**src/source/bldc_pkg.sv**
```systemverilog
//----------------------------------------
// Shared definitions of the BLDC peripheral
// Bus and counter widths
// Register byte offsets
// Hall, sector, phase and direction types
// Bus, command and hall status structs
//----------------------------------------
`default_nettype none

package bldc_pkg;

  // APB data and byte address widths
  localparam int data_width = 32;
  localparam int addr_width = 8;
  // PWM counter, duty and period
  localparam int pwm_width = 16;
  // Signed hall transition counter
  localparam int position_width = 32;

  //--------------------------------------
  // Register map
  //--------------------------------------
  localparam logic [addr_width-1:0] reg_status      = 8'h00;
  localparam logic [addr_width-1:0] reg_position    = 8'h04;
  localparam logic [addr_width-1:0] reg_control     = 8'h08;
  localparam logic [addr_width-1:0] reg_pwm_control = 8'h0C;

  // Hall bits ordered A, B, C from the top
  typedef logic [2:0] hall_t;
  // Sector 0 to 5
  typedef logic [2:0] sector_t;
  // AH BH CH on top, AL BL CL below
  typedef logic [5:0] phase_t;

  typedef enum logic [1:0] {
    DIR_NONE,
    DIR_CW,
    DIR_CCW
  } rotation_direction_t;

  //--------------------------------------
  // Packed structs
  //--------------------------------------
  typedef struct packed {
    logic                  psel;
    logic                  penable;
    logic                  pwrite;
    logic [addr_width-1:0] paddr;
    logic [data_width-1:0] pwdata;
  } apb_req_t;

  typedef struct packed {
    logic [data_width-1:0] prdata;
    logic                  pready;
    logic                  pslverr;
  } apb_rsp_t;

  // Registered motor control
  typedef struct packed {
    logic                 enable;
    rotation_direction_t  dir;
    logic                 invert_phases;
    logic [pwm_width-1:0] pwm_duty;
    logic [pwm_width-1:0] cycle_ticks;
  } motor_cmd_t;

  // Decoded hall state
  typedef struct packed {
    hall_t                             hall;
    sector_t                           sector;
    rotation_direction_t               detected_dir;
    logic                              hall_error;
    logic signed [position_width-1:0]  position;
  } hall_status_t;

endpackage

`default_nettype wire

```
**src/source/hall_decoder.sv**
```systemverilog
//----------------------------------------
// Hall input synchroniser
// Sector decode and hall error flag
// Rotation direction and position counter
//----------------------------------------
`timescale 1ns/1ps
`default_nettype none

module hall_decoder
  import bldc_pkg::*;
(
  input  logic         pclk,
  input  logic         preset_n,
  input  hall_t        hall_values,
  output hall_status_t status
);

  // Two flop synchroniser stages
  hall_t   hall_meta_;
  hall_t   hall_sync_;
  // Sector of the synchronised code
  sector_t sector_new_;
  logic    code_valid_;
  // Neighbours of the held sector
  sector_t sector_next_;
  sector_t sector_prev_;

  always_ff @(posedge pclk)
  begin
    if (!preset_n)
    begin
      hall_meta_ <= '0;
      hall_sync_ <= '0;
    end
    else
    begin
      hall_meta_ <= hall_values;
      hall_sync_ <= hall_meta_;
    end
  end

  //--------------------------------------
  // Code to sector
  //--------------------------------------
  always_comb
  begin
    code_valid_ = 1'b1;
    sector_new_ = status.sector;
    case (hall_sync_)
      3'b101: sector_new_ = sector_t'(0);
      3'b100: sector_new_ = sector_t'(1);
      3'b110: sector_new_ = sector_t'(2);
      3'b010: sector_new_ = sector_t'(3);
      3'b011: sector_new_ = sector_t'(4);
      3'b001: sector_new_ = sector_t'(5);
      // 000 and 111 are not hall states
      default: code_valid_ = 1'b0;
    endcase
    // Sector wraps modulo 6
    sector_next_ = (status.sector == sector_t'(5)) ? '0 : status.sector + sector_t'(1);
    sector_prev_ = (status.sector == '0) ? sector_t'(5) : status.sector - sector_t'(1);
  end

  // Decode register
  always_ff @(posedge pclk)
  begin
    if (!preset_n)
      status <= '0;
    else
    begin
      status.hall <= hall_sync_;
      if (!code_valid_)
        // Sector holds while the code is bad
        status.hall_error <= 1'b1;
      else
      begin
        status.hall_error <= 1'b0;
        status.sector     <= sector_new_;
        // One step forward
        if (sector_new_ == sector_next_)
        begin
          status.detected_dir <= DIR_CW;
          status.position     <= status.position + position_width'(1);
        end
        // One step back
        else if (sector_new_ == sector_prev_)
        begin
          status.detected_dir <= DIR_CCW;
          status.position     <= status.position - position_width'(1);
        end
      end
    end
  end

endmodule

`default_nettype wire

```
**src/source/pwm_generator.sv**
```systemverilog
//----------------------------------------
// PWM period counter
// Duty comparison to the PWM level
//----------------------------------------
`timescale 1ns/1ps
`default_nettype none

module pwm_generator
  import bldc_pkg::*;
(
  input  logic       pclk,
  input  logic       preset_n,
  input  motor_cmd_t cmd,
  output logic       pwm_level
);

  // Position inside the PWM period
  logic [pwm_width-1:0] count_;

  always_ff @(posedge pclk)
  begin
    if (!preset_n)
    begin
      count_    <= '0;
      pwm_level <= 1'b0;
    end
    // Zero period parks the counter
    else if (cmd.cycle_ticks == '0)
    begin
      count_    <= '0;
      pwm_level <= 1'b0;
    end
    else
    begin
      // High for the first pwm_duty counts
      pwm_level <= (count_ < cmd.pwm_duty);
      // Wrap at the last tick, also after a shorter period is written
      if (count_ >= cmd.cycle_ticks - pwm_width'(1))
        count_ <= '0;
      else
        count_ <= count_ + pwm_width'(1);
    end
  end

endmodule

`default_nettype wire

```
**src/source/commutation_driver.sv**
```systemverilog
//----------------------------------------
// Six-step commutation table
// Direction offset and phase inversion
// Fault gating and high-side PWM chop
//----------------------------------------
`timescale 1ns/1ps
`default_nettype none

module commutation_driver
  import bldc_pkg::*;
(
  input  logic         pclk,
  input  logic         preset_n,
  input  motor_cmd_t   cmd,
  input  hall_status_t hall,
  input  logic         pwm_level,
  input  logic         fault_n,
  input  logic         overcurrent_n,
  output phase_t       phase_enable,
  output phase_t       pwm_out,
  output logic         gate_enable
);

  sector_t table_sector_;
  phase_t  pattern_;
  phase_t  phase_next_;
  logic    fault_active_;
  logic    run_;

  // Clockwise pattern per sector
  function automatic phase_t cw_pattern(input sector_t sector);
    case (sector)
      3'd0:    return 6'b100_010;
      3'd1:    return 6'b100_001;
      3'd2:    return 6'b010_001;
      3'd3:    return 6'b010_100;
      3'd4:    return 6'b001_100;
      3'd5:    return 6'b001_010;
      default: return '0;
    endcase
  endfunction

  always_comb
  begin
    fault_active_ = !fault_n || !overcurrent_n;
    // CCW uses the entry three sectors on
    table_sector_ = hall.sector;
    if (cmd.dir == DIR_CCW)
      table_sector_ = (hall.sector >= sector_t'(3)) ? hall.sector - sector_t'(3)
                                                   : hall.sector + sector_t'(3);
    pattern_ = cw_pattern(table_sector_);
    // Swap high and low halves
    if (cmd.invert_phases)
      pattern_ = {pattern_[2:0], pattern_[5:3]};
    run_ = cmd.enable && (cmd.dir == DIR_CW || cmd.dir == DIR_CCW) && !hall.hall_error &&
           !fault_active_;
    phase_next_ = run_ ? pattern_ : '0;
  end

  // Registered gate outputs
  always_ff @(posedge pclk)
  begin
    if (!preset_n)
    begin
      phase_enable <= '0;
      pwm_out      <= '0;
      gate_enable  <= 1'b0;
    end
    else
    begin
      phase_enable <= phase_next_;
      // Chop high sides only
      pwm_out      <= {phase_next_[5:3] & {3{pwm_level}}, phase_next_[2:0]};
      gate_enable  <= cmd.enable && !fault_active_;
    end
  end

endmodule

`default_nettype wire

```
**src/source/bldc_apb_regs.sv**
```systemverilog
//----------------------------------------
// APB slave with one wait state
// Control and PWM control registers
// Status and position readback
//----------------------------------------
`timescale 1ns/1ps
`default_nettype none

module bldc_apb_regs
  import bldc_pkg::*;
(
  input  logic         pclk,
  input  logic         preset_n,
  input  apb_req_t     req,
  output apb_rsp_t     rsp,
  output motor_cmd_t   cmd,
  input  hall_status_t hall,
  input  phase_t       phase_enable,
  input  logic         fault_n,
  input  logic         overcurrent_n
);

  typedef enum logic [1:0] {
    idle_state,
    write_access,
    read_access
  } apb_state_t;

  apb_state_t            apb_state_;
  // Address decode results
  logic                  read_ok_;
  logic                  write_ok_;
  logic [data_width-1:0] read_data_;

  //--------------------------------------
  // Address decode and read mux
  //--------------------------------------
  always_comb
  begin
    read_ok_   = 1'b0;
    write_ok_  = 1'b0;
    read_data_ = '0;
    case (req.paddr)
      reg_status:
      begin
        read_ok_   = 1'b1;
        read_data_ = {{(data_width - 17){1'b0}}, ~overcurrent_n, ~fault_n, hall.hall_error,
                      phase_enable, hall.detected_dir, hall.sector, hall.hall};
      end
      reg_position:
      begin
        read_ok_   = 1'b1;
        read_data_ = hall.position;
      end
      reg_control:
      begin
        read_ok_   = 1'b1;
        write_ok_  = 1'b1;
        read_data_ = {{(data_width - 4){1'b0}}, cmd.invert_phases, cmd.dir, cmd.enable};
      end
      reg_pwm_control:
      begin
        read_ok_   = 1'b1;
        write_ok_  = 1'b1;
        read_data_ = {cmd.cycle_ticks, cmd.pwm_duty};
      end
      // Anything else answers with pslverr
      default: read_data_ = '0;
    endcase
  end

  //--------------------------------------
  // Transfer FSM
  //--------------------------------------
  always_ff @(posedge pclk)
  begin
    if (!preset_n)
    begin
      apb_state_ <= idle_state;
      rsp        <= '0;
      rsp.pready <= 1'b1;
      cmd        <= '0;
    end
    else
    begin
      case (apb_state_)
        idle_state:
        begin
          rsp.prdata  <= '0;
          rsp.pslverr <= 1'b0;
          // Setup cycle opens the wait state
          if (req.psel && !req.penable)
          begin
            rsp.pready <= 1'b0;
            apb_state_ <= req.pwrite ? write_access : read_access;
          end
          // Closing edge of a completed write
          else if (req.psel && req.penable && req.pwrite && write_ok_)
          begin
            if (req.paddr == reg_control)
            begin
              cmd.enable        <= req.pwdata[0];
              // Disabled motor keeps no direction
              cmd.dir           <= req.pwdata[0] ? rotation_direction_t'(req.pwdata[2:1])
                                                 : DIR_NONE;
              cmd.invert_phases <= req.pwdata[3];
            end
            else
            begin
              cmd.pwm_duty    <= req.pwdata[pwm_width-1:0];
              cmd.cycle_ticks <= req.pwdata[2*pwm_width-1:pwm_width];
            end
          end
        end
        // End of the wait state
        write_access:
        begin
          rsp.pslverr <= !write_ok_;
          rsp.pready  <= 1'b1;
          apb_state_  <= idle_state;
        end
        read_access:
        begin
          rsp.prdata  <= read_data_;
          rsp.pslverr <= !read_ok_;
          rsp.pready  <= 1'b1;
          apb_state_  <= idle_state;
        end
        default: apb_state_ <= idle_state;
      endcase
    end
  end

endmodule

`default_nettype wire

```
**src/source/bldc_peripheral.sv**
```systemverilog
//----------------------------------------
// BLDC peripheral top level
// Hall decode, PWM, commutation, APB regs
//----------------------------------------
`timescale 1ns/1ps
`default_nettype none

module bldc_peripheral
  import bldc_pkg::*;
(
  input  logic     pclk,
  input  logic     preset_n,
  input  apb_req_t req,
  output apb_rsp_t rsp,
  input  hall_t    hall_values,
  input  logic     fault_n,
  input  logic     overcurrent_n,
  output phase_t   phase_enable,
  output phase_t   pwm_out,
  output logic     gate_enable
);

  // Internal buses
  hall_status_t hall_status_;
  motor_cmd_t   cmd_;
  logic         pwm_level_;

  // Hall decode
  hall_decoder i_hall_decoder (
    .pclk        (pclk),
    .preset_n    (preset_n),
    .hall_values (hall_values),
    .status      (hall_status_)
  );

  // PWM level from duty and period
  pwm_generator i_pwm_generator (
    .pclk      (pclk),
    .preset_n  (preset_n),
    .cmd       (cmd_),
    .pwm_level (pwm_level_)
  );

  // Gate drive
  commutation_driver i_commutation_driver (
    .pclk          (pclk),
    .preset_n      (preset_n),
    .cmd           (cmd_),
    .hall          (hall_status_),
    .pwm_level     (pwm_level_),
    .fault_n       (fault_n),
    .overcurrent_n (overcurrent_n),
    .phase_enable  (phase_enable),
    .pwm_out       (pwm_out),
    .gate_enable   (gate_enable)
  );

  // Register block
  bldc_apb_regs i_bldc_apb_regs (
    .pclk          (pclk),
    .preset_n      (preset_n),
    .req           (req),
    .rsp           (rsp),
    .cmd           (cmd_),
    .hall          (hall_status_),
    .phase_enable  (phase_enable),
    .fault_n       (fault_n),
    .overcurrent_n (overcurrent_n)
  );

endmodule

`default_nettype wire

```
**config.mk**
```make
export PLATFORM = sky130hd
export DESIGN_NAME = bldc_peripheral
export DESIGN_NICKNAME = d
export VERILOG_FILES = /design/src/source/bldc_pkg.sv /design/src/source/hall_decoder.sv /design/src/source/pwm_generator.sv /design/src/source/commutation_driver.sv /design/src/source/bldc_apb_regs.sv /design/src/source/bldc_peripheral.sv
export SDC_FILE = /design/constraint.sdc
export NUM_CORES = 1
export LEC_CHECK = 0
export CELL_PAD_IN_SITES_DETAIL_PLACEMENT = 1
export CELL_PAD_IN_SITES_GLOBAL_PLACEMENT = 1
export CORE_MARGIN = 5
export CORE_UTILIZATION = 41
export DETAILED_ROUTE_END_ITERATION = 12
export DONT_BUFFER_PORTS = 1
export PLACE_DENSITY_LB_ADDON = 0.1
export SYNTH_ARGS = -nofsm -noshare
export SYNTH_HDL_FRONTEND = slang
export SYNTH_SLANG_ARGS = --single-unit
```
**constraint.sdc**
```tcl
create_clock -name pclk -period 4.5 [get_ports pclk]
set_clock_uncertainty 0.1 [all_clocks]
set_input_delay 0.675 -clock pclk [delete_from_list [all_inputs] [get_ports pclk]]
set_output_delay 0.675 -clock pclk [all_outputs]
set_load 0.1 [all_outputs]
```
; Word-level counts from Yosys, hierarchy flattened
; Cells that the tools add are included.
[classes]
n_reduce_logical = 35
bitwise_logic = 6
order_cmp = 3
n_eq_ne = 22
add_sub_neg = 8
muxes = 22
[op_table]
columns = op, count
row1 = case mux 32 bit (4 select lines), 1
row2 = two-way mux 32 bit, 2
row3 = case mux 32 bit (2 select lines), 1
row4 = case mux 6 bit (6 select lines), 1
row5 = "adder 32 x 2 -> 32 bit, second input constant", 1
row6 = "subtractor 32 x 2 -> 32 bit, second input constant", 1
row7 = "equality test 3 bit, second input constant", 6
row8 = case mux 3 bit (6 select lines), 1
row9 = "adder 16 x 1 -> 16 bit, second input constant", 1
row10 = "equality test 8 x 4 -> 1 bit, second input constant", 2
row11 = greater-or-equal comparator 16 bit, 1
row12 = logical NOT 16 bit, 1
row13 = < comparator 16 bit, 1
row14 = "subtractor 16 x 1 -> 16 bit, second input constant", 1
row15 = "equality test 3 x 2 -> 1 bit, second input constant", 4
row16 = two-way mux 3 bit, 4
row17 = two-way mux 6 bit, 2
row18 = "equality test 8 x 3 -> 1 bit, second input constant", 1
row19 = logical AND 1 bit, 8
row20 = logical NOT 8 bit, 1
row21 = two-way mux 2 bit, 4
row22 = AND reduction 4 bit, 2
row23 = logical NOT 1 bit, 7
row24 = "equality test 3 x 1 -> 1 bit, second input constant", 2
row25 = 23 further kinds, 40
[totals]
output_inout_bits = 47
reg_bits = 149
elab_cells = 117
input_bits = 50

; Depth between registers and ports, before layout
[depth]
word_depth = 8
ltp_mapped = 20

; Modules after synthesis
; From an unflattened synthesis, not the netlist that was laid out.
[hier_totals]
hier_cells = 1061
area_unflattened_um2 = 9118.7
[modules_own_cells]
columns = module, cells_each, instances, area_per_inst_um2, seq_area_each_um2
row1 = hall_decoder, 423, 1, 3483.3, 940.9
row2 = bldc_apb_regs, 346, 1, 3228.1, 1441.4
row3 = pwm_generator, 205, 1, 1659.1, 340.3
row4 = commutation_driver, 87, 1, 748.2, 200.2

; Least setup slack after synthesis
; OpenSTA, ideal clock, no wires.
[synth_path]
path_kind = register to register
start = register i_hall_decoder.status[35] (netlist name)
end = register i_hall_decoder.status[28] (netlist name)
path_buffers = 1
stages_incl_launch_ff = 18
t_required_ns = 4.281
slack_ns = 0.068
setup_time_ns = 0.119
synth_period_minus_slack_ns = 4.432
arrival_time_ns = 4.213
cell_sequence = dfxtp_1 > clkbuf_1 > inv_1 > ha_1 > xnor2_1 > or4_4 > a21oi_4 > inv_2 > ha_1 > nor2b_1 > o211ai_1 > a31oi_1 > a41oi_1 > o21a_1 > o21ai_0 > a211o_1 > a31oi_1 > o21ai_1
[synth_via]
elab_chain_cells = 5
[synth_rtl]
columns = element, line
row1 = subtractor 3 x 1 -> 3 bit (tied with other cells), hall_decoder.sv:61  ; sector_prev_ = (status.sector == '0) ? sector_t'(5) : status.sector - sector_t'(1);
row2 = two-way mux 3 bit (on tied branches), "hall_decoder.sv:61, hall_decoder.sv:60"
row3 = equality test 3 bit (on tied branches), "hall_decoder.sv:86, hall_decoder.sv:80"
row4 = nonzero test 2 bit (no source line), --
row5 = AND reduction 2 bit (no source line), --
; Parallel ways exist; a longest one is shown, timed or not.
; A chain may end at the register's enable or synchronous reset.

; Worst setup path after layout
[layout_path]
start = register i_hall_decoder.status[35] (netlist name)
end = register i_hall_decoder.status[31] (netlist name)
[layout_via]
elab_chain_cells = 5
[layout_rtl]
columns = element, line
row1 = subtractor 3 x 1 -> 3 bit (tied with other cells), hall_decoder.sv:61
row2 = two-way mux 3 bit (on tied branches), "hall_decoder.sv:61, hall_decoder.sv:60"
row3 = equality test 3 bit (on tied branches), "hall_decoder.sv:86, hall_decoder.sv:80"
row4 = nonzero test 2 bit (no source line), --
row5 = AND reduction 2 bit (no source line), --
; Parallel ways exist; a longest one is shown, timed or not.

==> flow_metrics.tcl <==
set metrics [dict create \
    finalHoldViolations 0 \
    clockBufferDepth 2 \
    cpMaxStageDelayCell "or4b_2" \
    grt_usage 0.215 \
    clkSinkCount 146 \
    fin_nets 1229 \
    route.detailed.drc 0 \
    synth_ff_type "dfxtp_1" \
    synth.net_count 1243 \
    ys_warn_count 0 \
    initialDrtViolationCount 347 \
    floorplan.rows 54 \
    gp_congestion 0.841 \
    crit_required_ns 4.76 \
    setup_violations 0 \
    critPathLaunchType "register" \
    clk_latency_ns 0.43 \
    fmax_mhz 236 \
    rsz0062_at_grt "no" \
    total_power_mw 4.66 \
    numPortBuffers 0 \
    dp_hpwl_um 20000 \
    yosys-top-cells-area "dfxtp_1 (33%), ha_1 (10%), nand2_1 (7.0%)" \
    hold_ws_ns 0.274 \
    final_max_slew_viol_count 0 \
    syn_inst 1119 \
    dr.pass1.iters 4 \
    final_cell_mix "nand2_1 (168), dfxtp_1 (141), ha_1 (71)" \
    yosys_register_bits 146 \
    min_path_type "input pin to register" \
    post_route_cells_drive_above_1_share 0.0760 \
    final_common_cell "nand2_1" \
    antenna_found_initial 0 \
    setup_tns_ns 0 \
    wl_um 26300 \
    cts_buffers 17 \
    areaGrowthSynthToFinish_pct 9.94 \
    synth_cell_type_count 65 \
    outcome "completed" \
    final_core_util 0.454 \
    wl_per_cell_um 18.8 \
    synth-edff-count 0 \
    vias 7634 \
    slew_headroom 0.213 \
    post_dp_cell_area_um2 9260 \
    h-tree-depth 4 \
    maxCapViolations 0 \
    worst_pin_slew_ns 1.16 \
    vias_per_cell 5.46 \
    worstPathMaxFanout 27 \
    async_reset_ff_frac 0 \
    pin_count 97 \
    start_util 0.413 \
    nFillCells 2658 \
    die_area_um2 24900 \
    drtAntennaViolNets 0 \
    grt_pass1_wl_um 42300 \
    synth_top_area_frac 0.327 \
    yosysSeqAreaShare 0.327 \
    clkSlewWorstSetupHoldPaths_ns 0.06 \
    grt_pass1_vias 7725 \
    fin_crit_ns 4.23 \
    peakVddDrop_uv 246 \
    p_leak_nw 4.00 \
    postSynthAreaPerCell_um2 8.00 \
    crit_chain "ha_1 -> ha_1 -> or4_4 -> a21oi_4 -> inv_2 -> buf_12 -> ha_2 -> nand2_1 -> a21oi_1 -> o2111ai_1 -> or4b_2 -> nand4_1 -> nand2_1 -> o211ai_1 -> mux2i_1" \
    core_area_um2 21700 \
    worstSetupPathType "register to register" \
    cp-end-kind "register" \
    worstPathArrival_ns 4.49 \
    grt_max_degree 123 \
    die_h_um 158 \
    die_x_um 158 \
    overflow 0 \
    cpPeakStageDelay_ns 0.66 \
    cts_root_buf "clkbuf_16" \
    mappedNetlistArea_um2 8950 \
    antenna_cells 0 \
    fin_area_um2 9840 \
    tritoncts "built" \
    p_per_area_nw_per_um2 474 \
    period_share 0.941 \
    yosysTopAreaCell "dfxtp_1" \
]
-- per-stage QoR --
step	setup WS (ns)	cells
3_5_place_dp	0.0152	1366
5_1_grt	0.0275	1398
3_3_place_gp	0.205	1366
6_report	0.266	1398
4_1_cts	0.00458	1398
2_1_floorplan	0.0682	1119
-- report_power, final --
group	leakage (nW)	switching [mW]	internal, mW
logic	2.55	1.01	0.810
clock network	0.268	0.641	0.723
registers	1.18	0.107	1.37
total	4.00	1.76	2.90
-- sequential cells by signal, summed over array words and instances (netlist names) --
name and cells:
i_bldc_apb_regs.apb_state_ 2, i_pwm_generator.pwm_level 1, i_commutation_driver.gate_enable 1, i_hall_decoder.hall_sync_ 3, i_hall_decoder.status 41, i_bldc_apb_regs.cmd 36, i_hall_decoder.hall_meta_ 3, i_bldc_apb_regs.rsp 34
i_commutation_driver.phase_enable 3, i_commutation_driver.pwm_out 6, i_pwm_generator.count_ 16
-- critical path: cells and delay by family, from the launching register on --
kind,cells,cell delay [ns]
compound gates,4,0.76
fa+ha+maj,3,0.93
buf+inv,2,0.28
flops,1,0.37
mux,1,0.21
simple gates,5,1.51
-- synthesized netlist by cell type, types with 4 or more instances --
library cell / instances
a21boi_0: 39
nor4_1: 5
nand3_1: 29
nor2b_1: 31
buf_4: 4
a211oi_1: 11
ha_1: 73
a21o_1: 24
a31oi_1: 7
mux2i_1: 20
nand2_1: 168
xor2_1: 26
o21ai_0: 68
nand2b_1: 16
buf_6: 4
and2_1: 57
nand4_1: 13
xnor2_1: 33
and3_1: 9
inv_1: 40
nor3_1: 12
o21ai_1: 21
a22oi_1: 30
nor2_1: 65
o211ai_1: 5
a21oi_1: 60
clkbuf_1: 48
dfxtp_1: 146
-- worst paths after layout --
kind / start / end / slack, ns / cells after the start
setup reg to reg: i_hall_decoder.status[35]$_SDFFE_PN0N_ / i_hall_decoder.status[31]$_SDFFE_PN0P_ / 0.27 / 15
setup / recovery: i_hall_decoder.status[35]$_SDFFE_PN0N_ / i_hall_decoder.status[31]$_SDFFE_PN0P_ / 0.27 / 15
hold reg to reg: i_hall_decoder.hall_meta_[1]$_SDFF_PN0_ / i_hall_decoder.hall_sync_[1]$_SDFF_PN0_ / 0.33 / 1
hold / removal: hall_values[1] / i_hall_decoder.hall_meta_[1]$_SDFF_PN0_ / 0.27 / 1
-- metal layers --
| layer | vias up | track usage | routed length (µm) |
|---|---|---|---|
| met3 | 23 | 0.0391 | 818 |
| met2 | 83 | 0.358 | 12400 |
| li1 | 3865 | - | - |
| met5 | - | 0 | 0 |
| met4 | 0 | 0.0471 | 340 |
| met1 | 3663 | 0.292 | 12800 |
-- kinds of logic after synthesis --
family | after synthesis | synth area share
compound gates | 292 | 0.208
xor+xnor | 59 | 0.0577
fa+ha+maj | 74 | 0.104
buf+inv | 100 | 0.0471
flops | 146 | 0.327
mux | 21 | 0.0236
simple gates | 427 | 0.233
-- final cells by class --
type / instances / area, µm² / share of cell area
multi-input cells: 873 / 5650 / 0.574
flip-flops and latches: 146 / 2930 / 0.298
clock buffers: 17 / 425 / 0.0432
well taps: 280 / 350 / 0.0356
repair buffers: 26 / 208 / 0.0211
inverters: 41 / 154 / 0.0156
clock inverters: 15 / 126 / 0.0128
-- repair_timing --
action / 4_1_cts / 5_1_grt
buffers inserted: 0 / 0
hold buffers: 0 / 0
endpoints found under the setup margin: 3 / 18
gates cloned: 0 / 0
endpoints found under the hold margin: 0 / 0
resized for setup: 1 / 10
Note: power is estimated with default switching activity, not from simulation.
